`config.mk`:
```
export PLATFORM = sky130hd
export DESIGN_NAME = nabp_top
export DESIGN_NICKNAME = d
export VERILOG_FILES = /design/src/nabp_pkg.sv /design/src/nabp_itr_if.sv /design/src/nabp_mapper.sv /design/src/nabp_shifter.sv /design/src/nabp_state_control.sv /design/src/nabp_swap_control.sv /design/src/nabp_top.sv
export SDC_FILE = /design/constraint.sdc
export NUM_CORES = 1
export LEC_CHECK = 0
export BUFFER_PORTS_ARGS = -buffer_cell sky130_fd_sc_hd__buf_2
export CAP_MARGIN = 20
export CORE_ASPECT_RATIO = 1.25
export CORE_MARGIN = 2
export CORE_UTILIZATION = 40
export DETAILED_ROUTE_END_ITERATION = 12
export MAX_ROUTING_LAYER = met4
export PLACE_DENSITY = 0.65
export SETUP_SLACK_MARGIN = 0.02
export SYNTH_ARGS = -nofsm -noshare
export SYNTH_HDL_FRONTEND = slang
export SYNTH_SLANG_ARGS = --single-unit
```
`constraint.sdc`:
```
create_clock -name clk -period 3.2 [get_ports clk]
set_input_delay 0.32 -clock clk [delete_from_list [all_inputs] [get_ports clk]]
set_output_delay 0.32 -clock clk [all_outputs]
set_load 0.01 [all_outputs]
```
`src/nabp_pkg.sv`:
```
`default_nettype none

package nabp_pkg;

    // data widths
    localparam int SAMPLE_W = 12;
    localparam int ANGLE_W  = 8;
    localparam int ACCU_W   = 16;
    localparam int MAP_W    = 16;

    // one projection sample
    typedef logic [SAMPLE_W-1:0] sample_t;

    // angle index, so at most 256 angles per run
    typedef logic [ANGLE_W-1:0] angle_t;

    // accumulator bases and line count factor, wrapping
    typedef logic [ACCU_W-1:0] accu_t;

    // mapped result, wrapping
    typedef logic [MAP_W-1:0] map_t;

    // iteration phases of the state control
    typedef enum logic [2:0] {
        ready_s,
        fill_s,
        fill_done_s,
        shift_s,
        shift_done_s,
        setup_s
    } state_ctrl_e;

endpackage

`default_nettype wire

```
`src/nabp_itr_if.sv`:
```
`default_nettype none

interface nabp_itr_if
    import nabp_pkg::*;
();

    // data of one iteration
    angle_t angle;
    accu_t  line_cnt_fact;
    accu_t  sh_accu_base;
    accu_t  mp_accu_base;

    modport source (
        output angle,
        output line_cnt_fact,
        output sh_accu_base,
        output mp_accu_base
    );

    modport sink (
        input angle,
        input line_cnt_fact,
        input sh_accu_base,
        input mp_accu_base
    );

endinterface

`default_nettype wire

```
`src/nabp_mapper.sv`:
```
`default_nettype none

module nabp_mapper
    import nabp_pkg::*;
#(
    parameter int PE_WIDTH = 4
)
(
    input  logic    clk,
    input  logic    reset_n,
    nabp_itr_if.sink itr,
    input  logic    elem_valid,
    input  logic [$clog2(PE_WIDTH)-1:0] elem_index,
    input  sample_t elem_sample,
    output logic    map_valid,
    output angle_t  map_angle,
    output logic [$clog2(PE_WIDTH)-1:0] map_index,
    output map_t    map_value
);

    // i * line_cnt_fact, built up one element at a time
    map_t lc_term;
    map_t lc_now;

    // element 0 starts a new line
    always_comb
    begin
        if (elem_index == '0)
            lc_now = '0;
        else
            lc_now = lc_term;
    end

    always_ff @(posedge clk)
    begin
        if (!reset_n)
            map_valid <= 1'b0;
        else
            map_valid <= elem_valid;
    end

    always_ff @(posedge clk)
    begin
        if (elem_valid)
        begin
            map_angle <= itr.angle;
            map_index <= elem_index;
            map_value <= map_t'(elem_sample) + itr.mp_accu_base + lc_now;
            lc_term   <= lc_now + itr.line_cnt_fact;
        end
    end

endmodule

`default_nettype wire

```
`src/nabp_shifter.sv`:
```
`default_nettype none

module nabp_shifter
    import nabp_pkg::*;
#(
    parameter int PE_WIDTH = 4
)
(
    input  logic    clk,
    input  logic    reset_n,
    input  logic    sh_fill_kick,
    input  logic    sh_shift_kick,
    nabp_itr_if.sink itr,
    input  logic    sample_valid,
    input  sample_t sample_data,
    output logic    sample_req,
    output logic    sh_fill_done,
    output logic    sh_shift_done,
    output logic    elem_valid,
    output logic [$clog2(PE_WIDTH)-1:0] elem_index,
    output sample_t elem_sample
);

    localparam int IDX_W = $clog2(PE_WIDTH);
    localparam logic [IDX_W-1:0] LAST_IDX = IDX_W'(PE_WIDTH - 1);

    // samples in arrival order
    sample_t          sample_mem [PE_WIDTH];
    logic [IDX_W-1:0] fill_cnt;
    logic [IDX_W-1:0] rd_ptr;
    logic [IDX_W-1:0] out_cnt;
    logic             shifting;
    logic             accept;

    assign accept = sample_req && sample_valid;

    always_ff @(posedge clk)
    begin
        if (!reset_n)
        begin
            sample_req    <= 1'b0;
            sh_fill_done  <= 1'b0;
            sh_shift_done <= 1'b0;
            elem_valid    <= 1'b0;
            shifting      <= 1'b0;
            fill_cnt      <= '0;
            rd_ptr        <= '0;
            out_cnt       <= '0;
        end
        else
        begin
            sh_fill_done  <= 1'b0;
            sh_shift_done <= 1'b0;
            elem_valid    <= 1'b0;

            // fill phase
            if (sh_fill_kick)
            begin
                sample_req <= 1'b1;
                fill_cnt   <= '0;
            end
            else if (accept)
            begin
                fill_cnt <= fill_cnt + 1'b1;
                if (fill_cnt == LAST_IDX)
                begin
                    sample_req   <= 1'b0;
                    sh_fill_done <= 1'b1;
                end
            end

            // shift phase, read pointer starts at the base offset and wraps
            if (sh_shift_kick)
            begin
                shifting <= 1'b1;
                out_cnt  <= '0;
                rd_ptr   <= IDX_W'(itr.sh_accu_base % accu_t'(PE_WIDTH));
            end
            else if (shifting)
            begin
                elem_valid <= 1'b1;
                rd_ptr     <= (rd_ptr == LAST_IDX) ? '0 : rd_ptr + 1'b1;
                out_cnt    <= out_cnt + 1'b1;
                if (out_cnt == LAST_IDX)
                begin
                    shifting      <= 1'b0;
                    sh_shift_done <= 1'b1;
                end
            end
        end
    end

    always_ff @(posedge clk)
    begin
        if (accept)
            sample_mem[fill_cnt] <= sample_data;
        if (shifting)
        begin
            elem_index  <= out_cnt;
            elem_sample <= sample_mem[rd_ptr];
        end
    end

endmodule

`default_nettype wire

```
`src/nabp_state_control.sv`:
```
`default_nettype none

module nabp_state_control
    import nabp_pkg::*;
(
    input  logic clk,
    input  logic reset_n,
    nabp_itr_if.sink sw_itr,
    input  logic sw_next_itr_ack,
    input  logic sw_swap,
    input  logic run_done,
    input  logic sh_fill_done,
    input  logic sh_shift_done,
    nabp_itr_if.source mp_itr,
    output logic sw_next_itr,
    output logic sw_swap_ready,
    output logic sh_fill_kick,
    output logic sh_shift_kick,
    output logic done
);

    state_ctrl_e state;
    state_ctrl_e next_state;

    // set by the final swap, cleared when its iteration ends
    logic last_itr;

    always_comb
    begin
        next_state = state;
        case (state)
            ready_s:
                if (sw_next_itr_ack)
                    next_state = fill_s;
            fill_s:
                if (sh_fill_done)
                    next_state = fill_done_s;
            fill_done_s:
                if (sw_swap)
                    next_state = shift_s;
            shift_s:
                if (sh_shift_done)
                    next_state = shift_done_s;
            shift_done_s:
                next_state = setup_s;
            setup_s:
                next_state = ready_s;
            default:
                next_state = ready_s;
        endcase
    end

    // level requests towards swap control
    assign sw_next_itr   = (state == ready_s);
    assign sw_swap_ready = (state == fill_done_s);

    // kicks fire on the transition into fill and shift
    assign sh_fill_kick  = (state == ready_s) && sw_next_itr_ack;
    assign sh_shift_kick = (state == fill_done_s) && sw_swap;

    assign done = (state == setup_s) && last_itr;

    always_ff @(posedge clk)
    begin
        if (!reset_n)
        begin
            state    <= ready_s;
            last_itr <= 1'b0;
        end
        else
        begin
            state <= next_state;
            if (run_done)
                last_itr <= 1'b1;
            else if (state == setup_s)
                last_itr <= 1'b0;
        end
    end

    // iteration data is taken once, on the ack
    always_ff @(posedge clk)
    begin
        if (sh_fill_kick)
        begin
            mp_itr.angle         <= sw_itr.angle;
            mp_itr.line_cnt_fact <= sw_itr.line_cnt_fact;
            mp_itr.sh_accu_base  <= sw_itr.sh_accu_base;
            mp_itr.mp_accu_base  <= sw_itr.mp_accu_base;
        end
    end

endmodule

`default_nettype wire

```
`src/nabp_swap_control.sv`:
```
`default_nettype none

module nabp_swap_control
    import nabp_pkg::*;
#(
    parameter int ANGLE_COUNT = 8,
    parameter int PE_WIDTH    = 4
)
(
    input  logic  clk,
    input  logic  reset_n,
    input  logic  start,
    input  accu_t shift_step,
    input  accu_t map_step,
    input  logic  sw_next_itr,
    input  logic  sw_swap_ready,
    output logic  sw_next_itr_ack,
    output logic  sw_swap,
    nabp_itr_if.source itr,
    output logic  run_done
);

    // one add per cycle: PE_WIDTH unit steps, then shift base, then map base
    localparam int CNT_W = $clog2(PE_WIDTH + 2);
    localparam logic [CNT_W-1:0] SH_STEP = CNT_W'(PE_WIDTH);
    localparam logic [CNT_W-1:0] MP_STEP = CNT_W'(PE_WIDTH + 1);
    localparam angle_t LAST_ANGLE = angle_t'(ANGLE_COUNT - 1);

    logic             active;
    logic             data_ready;
    logic             calc_busy;
    logic             last_acked;
    logic [CNT_W-1:0] calc_cnt;
    logic             issue_ack;
    logic             issue_swap;

    // itr holds the next angle and the sequencer asks for it
    assign issue_ack  = active && data_ready && sw_next_itr && !sw_next_itr_ack;
    // next angle computed, or nothing left to compute
    assign issue_swap = active && sw_swap_ready && !calc_busy && !sw_swap;

    always_ff @(posedge clk)
    begin
        if (!reset_n)
        begin
            active          <= 1'b0;
            data_ready      <= 1'b0;
            calc_busy       <= 1'b0;
            last_acked      <= 1'b0;
            calc_cnt        <= '0;
            sw_next_itr_ack <= 1'b0;
            sw_swap         <= 1'b0;
            run_done        <= 1'b0;
        end
        else
        begin
            sw_next_itr_ack <= issue_ack && !start;
            sw_swap         <= issue_swap && !start;
            run_done        <= issue_swap && last_acked && !start;
            if (start)
            begin
                // angle 0 is all zero, ready at once
                active     <= 1'b1;
                data_ready <= 1'b1;
                calc_busy  <= 1'b0;
                last_acked <= 1'b0;
                calc_cnt   <= '0;
            end
            else
            begin
                if (issue_ack)
                begin
                    data_ready <= 1'b0;
                    if (itr.angle == LAST_ANGLE)
                        last_acked <= 1'b1;
                    else
                    begin
                        calc_busy <= 1'b1;
                        calc_cnt  <= '0;
                    end
                end
                if (calc_busy)
                begin
                    calc_cnt <= calc_cnt + 1'b1;
                    if (calc_cnt == MP_STEP)
                    begin
                        calc_busy  <= 1'b0;
                        data_ready <= 1'b1;
                    end
                end
                if (issue_swap && last_acked)
                    active <= 1'b0;
            end
        end
    end

    // running sums, advanced while the current angle is in flight
    always_ff @(posedge clk)
    begin
        if (start)
        begin
            itr.angle         <= '0;
            itr.line_cnt_fact <= '0;
            itr.sh_accu_base  <= '0;
            itr.mp_accu_base  <= '0;
        end
        else if (calc_busy)
        begin
            if (calc_cnt < SH_STEP)
                itr.line_cnt_fact <= itr.line_cnt_fact + accu_t'(1);
            else if (calc_cnt == SH_STEP)
                itr.sh_accu_base <= itr.sh_accu_base + shift_step;
            else
            begin
                itr.mp_accu_base <= itr.mp_accu_base + map_step;
                itr.angle        <= itr.angle + angle_t'(1);
            end
        end
    end

endmodule

`default_nettype wire

```
`src/nabp_top.sv`:
```
`default_nettype none

module nabp_top
    import nabp_pkg::*;
#(
    parameter int ANGLE_COUNT = 8,
    parameter int PE_WIDTH    = 4
)
(
    input  logic    clk,
    input  logic    reset_n,
    input  logic    start,
    output logic    sample_req,
    input  logic    sample_valid,
    input  sample_t sample_data,
    input  accu_t   shift_step,
    input  accu_t   map_step,
    output logic    map_valid,
    output angle_t  map_angle,
    output logic [$clog2(PE_WIDTH)-1:0] map_index,
    output map_t    map_value,
    output logic    done
);

    // strobes between the blocks
    logic    sw_next_itr;
    logic    sw_next_itr_ack;
    logic    sw_swap_ready;
    logic    sw_swap;
    logic    run_done;
    logic    sh_fill_kick;
    logic    sh_shift_kick;
    logic    sh_fill_done;
    logic    sh_shift_done;

    // shifter to mapper element stream
    logic    elem_valid;
    logic [$clog2(PE_WIDTH)-1:0] elem_index;
    sample_t elem_sample;

    // next angle from swap control, current angle from state control
    nabp_itr_if sw_itr ();
    nabp_itr_if mp_itr ();

    nabp_swap_control #(
        .ANGLE_COUNT (ANGLE_COUNT),
        .PE_WIDTH    (PE_WIDTH)
    ) u_swap_control (
        .itr (sw_itr),
        .*
    );

    nabp_state_control u_state_control (.*);

    nabp_shifter #(
        .PE_WIDTH (PE_WIDTH)
    ) u_shifter (
        .itr (mp_itr),
        .*
    );

    nabp_mapper #(
        .PE_WIDTH (PE_WIDTH)
    ) u_mapper (
        .itr (mp_itr),
        .*
    );

endmodule

`default_nettype wire

```
==> flow_summary.toml, run 1 <==
[status]
status = "completed"

[timing]
fin_crit_ns = 3.017
slew_headroom = 0.3759
maxSlewViolCount = 0
rsz0062_at_grt = "no"
finClkSkew_ns = 0.01214
finalCritPeriodShare = 0.9430
setup_viol = 0
hold_slack_ns = 0.04400
setup_tns_ns = 0
max_clock_freq_ghz = 0.3314
finalHoldViolCount = 0
tightest_slew_ns = 0.9349

[route]
drt_iter0_drc = 346
wl_um = 18000
ant_nets = 0
vias_per_cell = 4.906
wire_per_inst_um = 15.04
firstDrtPassIters = 4
drc = 0
vias = 5873

[die]
rows = 64
die_area_um2 = 25820
die_h_um = 179.2
chipWidth_um = 144.1
initial_core_util = 0.4047
io_pins = 77
core_area_um2 = 24260

[synthesis]
seq_area_frac_synth = 0.5852
ys_ff_latch = 214
ys_warn_count = 0
syn_nets = 892
synth_edf_count = 146
synth_area_um2 = 9818
netlist_instances = 770
avgSynthCellArea_um2 = 12.75
synthArstFlopShare = 0
ys.flop_type = "edfxtp_1"
synth_cell_types = 61

[placement]
dp_cells = 1155
io_buffers = 62
gp_congestion = 0.7959
place_hpwl_um = 12800

[clock_network]
cts_hold_buf = 0
cts_buffers = 22
cts_root_buf = "clkbuf_16"
cts_buffer_depth = 3
clk_latency_ns = 0.50
path_clk_slew_ns = 0.06
clock-sinks = 214
cts_tree = "yes"
htree_levels = 1

[layout]
antenna_cells = 0
layout.cells.non_filler = 1197
fin_nets = 974
multi_input_area_um2 = 3916
synthToLayoutAreaGrowth_pct = 16.52
drive_above_1_share = 0.1719
fin_util = 0.4715
final-seq-area_um2 = 5747
n_fill_cell = 2167

[power_and_ir_drop]
p_leak_nw = 4.281
combPwrFrac = 0.022
switchingPower_mw = 1.119
internal-power_mw = 4.760
power.share.clock = 0.477
pwr-share-seq = 0.502
switching_share = 0.1903
vdd_drop_max_mv = 0.4156
p_per_area_nw_per_um2 = 513.9

[global_route]
grt_use_total = 0.1462
grt_max_degree = 44
grt_pass1_vias = 5686
antenna_found_initial = 0
grt_pass1_wl_um = 28660
grt_overflow = 0

[worst_setup_path]
rrSetupSlack_ns = 0.18
cp_data_arrival_time_ns = 3.27
r2r_start = "u_shifter.elem_index[1]"
critPathKind = "reg2reg"
worstReg2RegEnd = "u_mapper.map_value[15]"
worstRegToRegCells = 13
cp.required_ns = 3.45
critPathMaxFanout = 3
end_kind = "register"
crit_path_start_kind = "register"

[min_path]
min_from = "sample_data[7]"
hold_class = "in2reg"
hold_end = "u_shifter.sample_mem[0][7]"
hold_depth = 1

[run]
drv_cap = 0
==> power by group through the flow <==
stage	registers, mW	clock network [mW]	logic [mW]
after floorplan	3.01	0	0.0790
after global placement	3.01	0	0.126
after detailed placement	3.01	0	0.128
after CTS	2.95	2.87	0.129
after global routing	2.95	2.98	0.145
final	2.95	2.80	0.129
==> synth_stat cells (all sizes together) (2+ instances only) <==
cell	number	share of area
nand4	8	0.0051
nor2	67	0.026
xnor2	34	0.030
nor4	2	0.0013
o21ai	26	0.014
a21o	7	0.0054
o21a	8	0.0061
a31oi	4	0.0025
and3	12	0.0076
o211a	3	0.0031
inv	31	0.012
xor2	26	0.023
nand4b	2	0.0018
fa	15	0.031
a22oi	2	0.0015
dfxtp	68	0.14
a22o	4	0.0036
nand2b	11	0.0070
o22ai	3	0.0019
nand3	18	0.0092
mux2i	6	0.0061
a21boi	4	0.0031
a311oi	4	0.0060
o21bai	3	0.0023
ha	59	0.075
and2	5	0.0032
or3	5	0.0032
buf	4	0.0024
clkbuf	14	0.0054
a21oi	44	0.024
nor2b	26	0.017
mux4	12	0.028
o41ai	2	0.0033
nand3b	3	0.0023
nor3	6	0.0031
edfxtp	146	0.45
a211oi	6	0.0046
nor3b	2	0.0015
nand2	54	0.021
==> cell usage in the layout (no fill, tap or decap), types with 6 or more instances in the layout <==
master / Yosys / layout
a211oi_1: 6 / 6
a21o_1: 7 / 7
a21oi_1: 41 / 39
and3_1: 12 / 12
buf_2: 1 / 62
buf_4: 2 / 12
clkbuf_16: 0 / 25
dfxtp_1: 68 / 67
edfxtp_1: 146 / 146
fa_1: 15 / 14
ha_1: 59 / 59
inv_1: 31 / 31
mux2i_1: 6 / 6
mux4_2: 12 / 12
nand2_1: 54 / 54
nand2b_1: 11 / 11
nand3_1: 18 / 18
nand4_1: 8 / 8
nor2_1: 66 / 65
nor2b_1: 26 / 25
nor3_1: 6 / 6
o21a_1: 8 / 8
o21ai_0: 21 / 18
xnor2_1: 34 / 34
xor2_1: 26 / 26
==> metal layers <==
metal,share of wire,routed length (um),vias to the layer above,track usage
met5,0,0,-,-
met4,0.026,468,0,0.05097
met3,0.048,861,22,0.02831
met2,0.50,9017,93,0.2512
met1,0.43,7653,2793,0.1719
li1,-,-,2965,-
==> worst max-delay path by stage <==
stage                             from                      to  slack (ns)  cells past startpoint
2_1_floorplan  u_shifter.elem_index[0]  u_mapper.map_value[15]        0.02                     14
3_3_place_gp   u_shifter.elem_index[0]  u_mapper.map_value[15]       0.001                     13
3_5_place_dp   u_shifter.elem_index[0]  u_mapper.map_value[15]       -0.06                     13
4_1_cts        u_shifter.elem_index[0]  u_mapper.map_value[15]        0.03                     13
5_1_grt        u_shifter.elem_index[1]  u_mapper.map_value[12]        0.02                     11
6_report       u_shifter.elem_index[1]  u_mapper.map_value[15]        0.18                     13
==> critical path, stage by stage, from the launching register on <==
cell and delay, ns:
edfxtp_1 0.45, nor2_4 0.18, nor2b_1 0.09, fa_1 0.49, ha_1 0.16, inv_1 0.06
fa_2 0.33, nor2b_1 0.14, o21ai_2 0.08, a21boi_2 0.20, o21ai_2 0.10, a21oi_2 0.19
o221ai_1 0.16, xnor2_1 0.15
==> metrics by stage <==
stage	power (mW)	instance area [um^2]	worst slack (ns)
3_3_place_gp	3.135	10560	0.0009581
5_1_grt	6.072	11440	0.01907
3_5_place_dp	3.138	10560	-0.05587
4_1_cts	5.946	11380	0.03120
2_1_floorplan	3.086	9836	0.02433
6_report	5.879	11440	0.1825
==> layout make-up <==
type                       count  area share
sequential                   214      0.5024
multi-input combinational    507      0.3423
clock buffer                  28     0.05655
timing repair buffer          76     0.03773
tap                          330     0.03609
clock inverter                11     0.01477
inverter                      31     0.01017
==> logic make-up after synthesis <==
family / share of synthesized area
AND/OR/NAND/NOR: 0.1125
flip-flops: 0.5852
AO/OA/AOI/OAI: 0.08857
adder cells (fa/ha/maj): 0.1058
XOR/XNOR: 0.05352
buffers and inverters: 0.01962
multiplexers: 0.03479
==> registers in the layout, indices dropped and copies added (netlist names), 3 cells and up <==
signal                                flops
u_mapper.lc_term                         16
u_mapper.map_angle                        8
u_mapper.map_value                       16
u_shifter.elem_sample                    12
u_shifter.sample_mem                     48
u_state_control.mp_itr.angle              8
u_state_control.mp_itr.line_cnt_fact     16
u_state_control.mp_itr.mp_accu_base      16
u_state_control.state                     3
u_swap_control.calc_cnt                   3
u_swap_control.itr.angle                  8
u_swap_control.itr.line_cnt_fact         16
u_swap_control.itr.mp_accu_base          16
==> timing repair <==
action                     in CTS  in global routing
hold endpoints to repair        0                  0
gates resized for setup         2                 10
pin swaps                       2                  5
setup buffers                   0                  2
setup endpoints to repair       2                  7
No activity file was read; power rests on OpenSTA's default activity.
==> inputs of run 2 (changes only) <==
BUFFER_PORTS_ARGS = -buffer_cell sky130_fd_sc_hd__buf_4   (was -buffer_cell sky130_fd_sc_hd__buf_2)
==> run 2 against run 1 <==
Sequential power about the same. Critical path depth down 2. Via count about the same. First-iteration DRC count down 17%. Critical endpoint is now u_mapper.map_value[12].
==> flow_summary.toml, run 2 (synthesis results as in run 1) <==
[min_path]
hold_depth = 1
min_from = "sample_data[7]"
hold_end = "u_shifter.sample_mem[0][7]"
hold_class = "in2reg"

[layout]
layout_common_cells = "edfxtp_1, buf_4, dfxtp_1"
drive_above_1_share = 0.1738
top_register = "u_shifter.sample_mem"
n_fill_cell = 2117
synthToLayoutAreaGrowth_pct = 17.51
largest_reg_flops = 48
layout.cells.non_filler = 1193
antenna_cells = 0
fin_nets = 970
final_common_cell = "edfxtp_1"

[placement]
dp_slack_ns = -0.03888
io_buffers = 62
dp_cells = 1154
gp_congestion = 0.7992
place_hpwl_um = 12750

[global_route]
grt_pass1_wl_um = 28970
grt_max_degree = 46
grt_pass1_vias = 5876
grt_use_total = 0.1470
antenna_found_initial = 0
grt_overflow = 0

[clock_network]
cts_tree = "yes"
cts_buffers = 21
clock-sinks = 214
cts_root_buf = "clkbuf_16"
htree_levels = 1
path_clk_slew_ns = 0.06
cts_buffer_depth = 3
clk_latency_ns = 0.50
cts_hold_buf = 0
cts_setup_buffers = 0

[worst_setup_path]
path_cells = "nor2_4 -> nor2b_1 -> fa_1 -> ha_1 -> a21o_1 -> a21oi_2 -> o21ai_1 -> a21oi_2 -> o21ai_2 -> or4b_1 -> nand3_1"
cp_top_family = "simple AND/OR/NAND/NOR gates"
cp_data_arrival_time_ns = 3.34
rrSetupSlack_ns = 0.22
crit_top_cell = "a21oi_2"
critPathKind = "reg2reg"
critPathSlowestCell = "or4b_1"
critPathMaxFanout = 4
cp.buffers_inverters = 0
end_kind = "register"
worstReg2RegEnd = "u_mapper.map_value[12]"
worstRegToRegCells = 11
cp_slowest_stage_delay_ns = 0.50
cp.required_ns = 3.56
crit_path_start_kind = "register"
r2r_start = "u_shifter.elem_index[1]"

[route]
vias = 5876
drc = 0
wire_per_inst_um = 14.91
wl_um = 17790
ant_nets = 0
drt_iter0_drc = 287
firstDrtPassIters = 6
vias_per_cell = 4.925

[timing]
tightest_slew_ns = 0.9019
finalWorstSetupSlack_ns = 0.2245
slew_headroom = 0.3979
setup_viol = 0
finalCritPeriodShare = 0.9299
fin_crit_ns = 2.976
maxSlewViolCount = 0
finalHoldViolCount = 0
rsz0062_at_grt = "yes"
max_clock_freq_ghz = 0.3361
finClkSkew_ns = 0.007219

[status]
status = "completed"

[die]
chipWidth_um = 144.1
die_h_um = 179.2
die_area_um2 = 25820
io_pins = 77
initial_core_util = 0.4047
rows = 64
core_area_um2 = 24260

[power_and_ir_drop]
vdd_drop_max_mv = 0.3605
p_leak_nw = 4.292
p_per_area_nw_per_um2 = 498.8

[run]
drv_cap = 0
run 2: cell types whose count changed in the layout (fill, tap and decap cells not counted), sizes merged:
cell      change
clkbuf        -5
buf           -3
clkinv        +3
bufinv        +1
clkinvlp      +1
inv           -1
run 2: timing repair:
item	4_1_cts	5_1_grt
resized for setup	1	17
pin swaps	1	4
setup endpoints to repair	2	9
run 2: worst reg2reg max path, stage by stage, from the launching register on:
cell	delay, ns
edfxtp_1	0.43
nor2_4	0.16
nor2b_1	0.09
fa_1	0.46
ha_1	0.31
a21o_1	0.19
a21oi_2	0.17
o21ai_1	0.12
a21oi_2	0.21
o21ai_2	0.12
or4b_1	0.50
nand3_1	0.09
run 2: cell type report:
| class | count | area (um^2) | area share |
|---|---|---|---|
| multi-input cells | 507 | 3934 | 0.3410 |
| repair buffers | 73 | 564.3 | 0.04891 |
| inverters | 31 | 116.4 | 0.01009 |
| flip-flops and latches | 214 | 5747 | 0.4981 |
| clock buffers | 23 | 553.0 | 0.04793 |
| clock inverters | 15 | 210.2 | 0.01822 |
| well taps | 330 | 412.9 | 0.03579 |
run 2: where the power goes:
| group | leakage, nW | switching [mW] | internal, mW |
|---|---|---|---|
| Clock | 0.372 | 1.01 | 1.66 |
| Sequential | 1.87 | 0.00642 | 2.94 |
| Combinational | 2.05 | 0.0729 | 0.0646 |
| Total | 4.29 | 1.09 | 4.66 |
run 2: stage by stage:
| stage | util | power [mW] | cell area, um^2 | hold slack [ns] | setup TNS, ns |
|---|---|---|---|---|---|
| 6_report | 0.4755 | 5.754 | 11540 | 0.02700 | 0 |
| 3_5_place_dp | 0.4412 | 3.147 | 10700 | 0.4051 | -0.04052 |
| 3_3_place_gp | 0.4412 | 3.145 | 10700 | 0.4059 | -0.002651 |
| 4_1_cts | 0.4728 | 5.821 | 11470 | 0.009124 | 0 |
| 2_1_floorplan | - | 3.086 | 9836 | 0.4003 | 0 |
| 5_1_grt | 0.4755 | 5.938 | 11540 | 0.01201 | -0.01262 |
run 2: worst max-delay path by stage:
stage | start | endpoint | slack (ns) | depth (start not counted)
floorplan | u_shifter.elem_index[0] | u_mapper.map_value[15] | 0.02 | 14
global placement | u_shifter.elem_index[0] | u_mapper.map_value[15] | -0.003 | 13
detailed placement | u_shifter.elem_index[0] | u_mapper.map_value[15] | -0.04 | 13
CTS | u_shifter.elem_index[1] | u_mapper.lc_term[14] | 0.02 | 12
global route | u_shifter.elem_index[1] | u_mapper.map_value[12] | -0.01 | 11
finish | u_shifter.elem_index[1] | u_mapper.map_value[12] | 0.22 | 11
run 2: routing by layer:
layer / routed length, um / global-route usage / vias up / part of all wire
li1: - / - / 2955 / -
met1: 7569 / 0.1746 / 2781 / 0.43
met2: 8995 / 0.2567 / 106 / 0.51
met3: 718 / 0.02083 / 34 / 0.040
met4: 505 / 0.05057 / 0 / 0.028
met5: 0 / - / - / 0
==> inputs of run 3 (changes only) <==
ABC_AREA = 1   (was default)
==> run 3 against run 2 <==
Synthesized area rose by 7.1%. Worst setup slack improved by 0.041 ns. Worst hold slack improved by 0.049 ns. Largest power group unchanged. Highest routed layer unchanged.
==> flow_summary.toml, run 3 <==
[status]
status = "completed"

[clock_network]
cts_root_buf = "clkbuf_16"
cts_buffer_depth = 3
clock-sinks = 214
cts_buffers = 23
clk_latency_ns = 0.53
htree_levels = 1
path_clk_slew_ns = 0.06
cts_setup_buffers = 0
cts_tree = "yes"

[timing]
setup_viol = 0
finClkSkew_ns = 0.01273
fin_crit_ns = 2.934
finalHoldViolCount = 0
slew_headroom = 0.4287
setup_tns_ns = 0
max_clock_freq_ghz = 0.3408
rsz0062_at_grt = "no"
maxSlewViolCount = 0
tightest_slew_ns = 0.8557
finalCritPeriodShare = 0.9170

[route]
drc = 0
drt_iter0_drc = 564
vias = 7671
firstDrtPassIters = 5
vias_per_cell = 4.917
ant_nets = 0
wire_per_inst_um = 14.49
wl_um = 22610

[layout]
largest_reg_flops = 48
drive_above_1_share = 0.1025
n_fill_cell = 2461
top_register = "u_shifter.sample_mem"
synthToLayoutAreaGrowth_pct = 17.68
layout_common_cells = "nand2_1, inv_1, edfxtp_1"
fin_nets = 1325
layout.cells.non_filler = 1560
final_common_cell = "nand2_1"
antenna_cells = 0

[worst_setup_path]
critPathKind = "reg2reg"
cp.required_ns = 3.47
worstReg2RegEnd = "u_mapper.map_value[11]"
crit_path_start_kind = "register"
critPathLaunch = "u_shifter.elem_index[1]"
cp_data_arrival_time_ns = 3.21
endpoint = "u_mapper.map_value[11]"
rrSetupSlack_ns = 0.27
r2r_start = "u_shifter.elem_index[1]"
worstRegToRegCells = 12
critPathMaxFanout = 4
end_kind = "register"

[synthesis]
ys_warn_count = 0
synth_cell_types = 38
avgSynthCellArea_um2 = 9.491
synth_top_area_frac = 0.4169
ys.flop_type = "edfxtp_1"
synth_area_leaders = "edfxtp_1, dfxtp_1, nand2_1"
syn_nets = 1230
synth_area_um2 = 10520
synth_common_cells = "nand2_1, inv_1, edfxtp_1"
ys_ff_latch = 214
seq_area_frac_synth = 0.5463
yosysTopAreaCell = "edfxtp_1"
netlist_instances = 1108
synth_edf_count = 146
synthArstFlopShare = 0
yosysMostFrequentCell = "nand2_1"

[global_route]
grt_pass1_wl_um = 36440
antenna_found_initial = 0
grt_pass1_vias = 7589
grt_max_degree = 44
grt_use_total = 0.1711
grt_overflow = 0

[die]
core_area_um2 = 25930
chipWidth_um = 149.0
io_pins = 77
die_h_um = 185.3
rows = 66
initial_core_util = 0.4056
die_area_um2 = 27610

[placement]
dp_cells = 1505
io_buffers = 62
gp_congestion = 0.9296
place_hpwl_um = 16130

[min_path]
hold_depth = 3
hold_class = "in2reg"

[power_and_ir_drop]
p_leak_nw = 5.165
power_mw = 6.082
p_per_area_nw_per_um2 = 491.4
vdd_drop_max_mv = 0.3391

[run]
drv_cap = 0
-- run 3: stage by stage --
step | hold slack [ns] | cell area [um^2] | utilization | setup WS (ns)
6_report | 0.07627 | 12380 | 0.4773 | 0.2655
5_1_grt | 0.07405 | 12380 | 0.4773 | 0.04745
4_1_cts | 0.06358 | 12350 | 0.4763 | 0.1950
3_5_place_dp | 0.4062 | 11430 | 0.4409 | 0.2074
3_3_place_gp | 0.4038 | 11430 | 0.4409 | 0.3077
2_1_floorplan | 0.4003 | 10520 | - | 0.07842
-- run 3: worst min-delay path by stage --
stage,from,end
3_5_place_dp,u_state_control.mp_itr.angle[4],u_mapper.map_angle[4]
5_1_grt,sample_valid,u_shifter.fill_cnt[1]
4_1_cts,sample_valid,u_shifter.fill_cnt[1]
2_1_floorplan,u_state_control.mp_itr.angle[0],u_mapper.map_angle[0]
3_3_place_gp,u_state_control.mp_itr.angle[3],u_mapper.map_angle[3]
6_report,reset_n,u_mapper.map_valid
-- run 3: per-layer routing --
layer / wire length (um) / GRT usage
met5: 0 / -
met4: 582 / 0.05410
met3: 722 / 0.01872
met2: 11820 / 0.3150
met1: 9484 / 0.1940
-- run 3: area by class of cell --
type	count	area (um^2)	area share
Tap cell	340	425.4	0.03437
Inverter	154	578.1	0.04671
Clock inverter	11	140.1	0.01132
Timing Repair Buffer	86	691.9	0.05591
Multi-Input combinational cell	724	4138	0.3343
Sequential cell	214	5747	0.4644
Clock buffer	31	655.6	0.05298
-- run 3: kinds of logic (layout without fill, tap and decap cells) --
kind of cell,Yosys count,after routing,share of synthesized area
simple gates,459,459,0.1838
fa+ha+maj,74,74,0.09875
compound gates,156,156,0.08078
xor+xnor,35,35,0.02915
buf+inv,170,282,0.06115
flops,214,214,0.5463
-- run 3: critical path, stage by stage (launching register included) --
cell      delay, ns
edfxtp_1       0.40
nor2_2         0.18
nor2_1         0.12
fa_1           0.51
ha_1           0.21
inv_1          0.10
fa_1           0.40
o21ai_0        0.19
buf_4          0.16
nand2_1        0.05
nand2_1        0.13
a21oi_1        0.10
xor2_1         0.14
-- run 3: where the power goes --
part / internal [mW] / switching [mW] / total, mW / leakage (nW)
Combinational: 0.131 / 0.199 / 0.330 / 2.93
Sequential: 2.98 / 0.0256 / 3.00 / 1.85
Clock: 1.63 / 1.12 / 2.75 / 0.391
Total: 4.74 / 1.34 / 6.08 / 5.17
-- run 3: what timing repair did --
action	CTS	global route
endpoints found under the setup margin	0	2
hold endpoints to repair	48	0
gates resized for setup	0	2
hold buffers	12	0
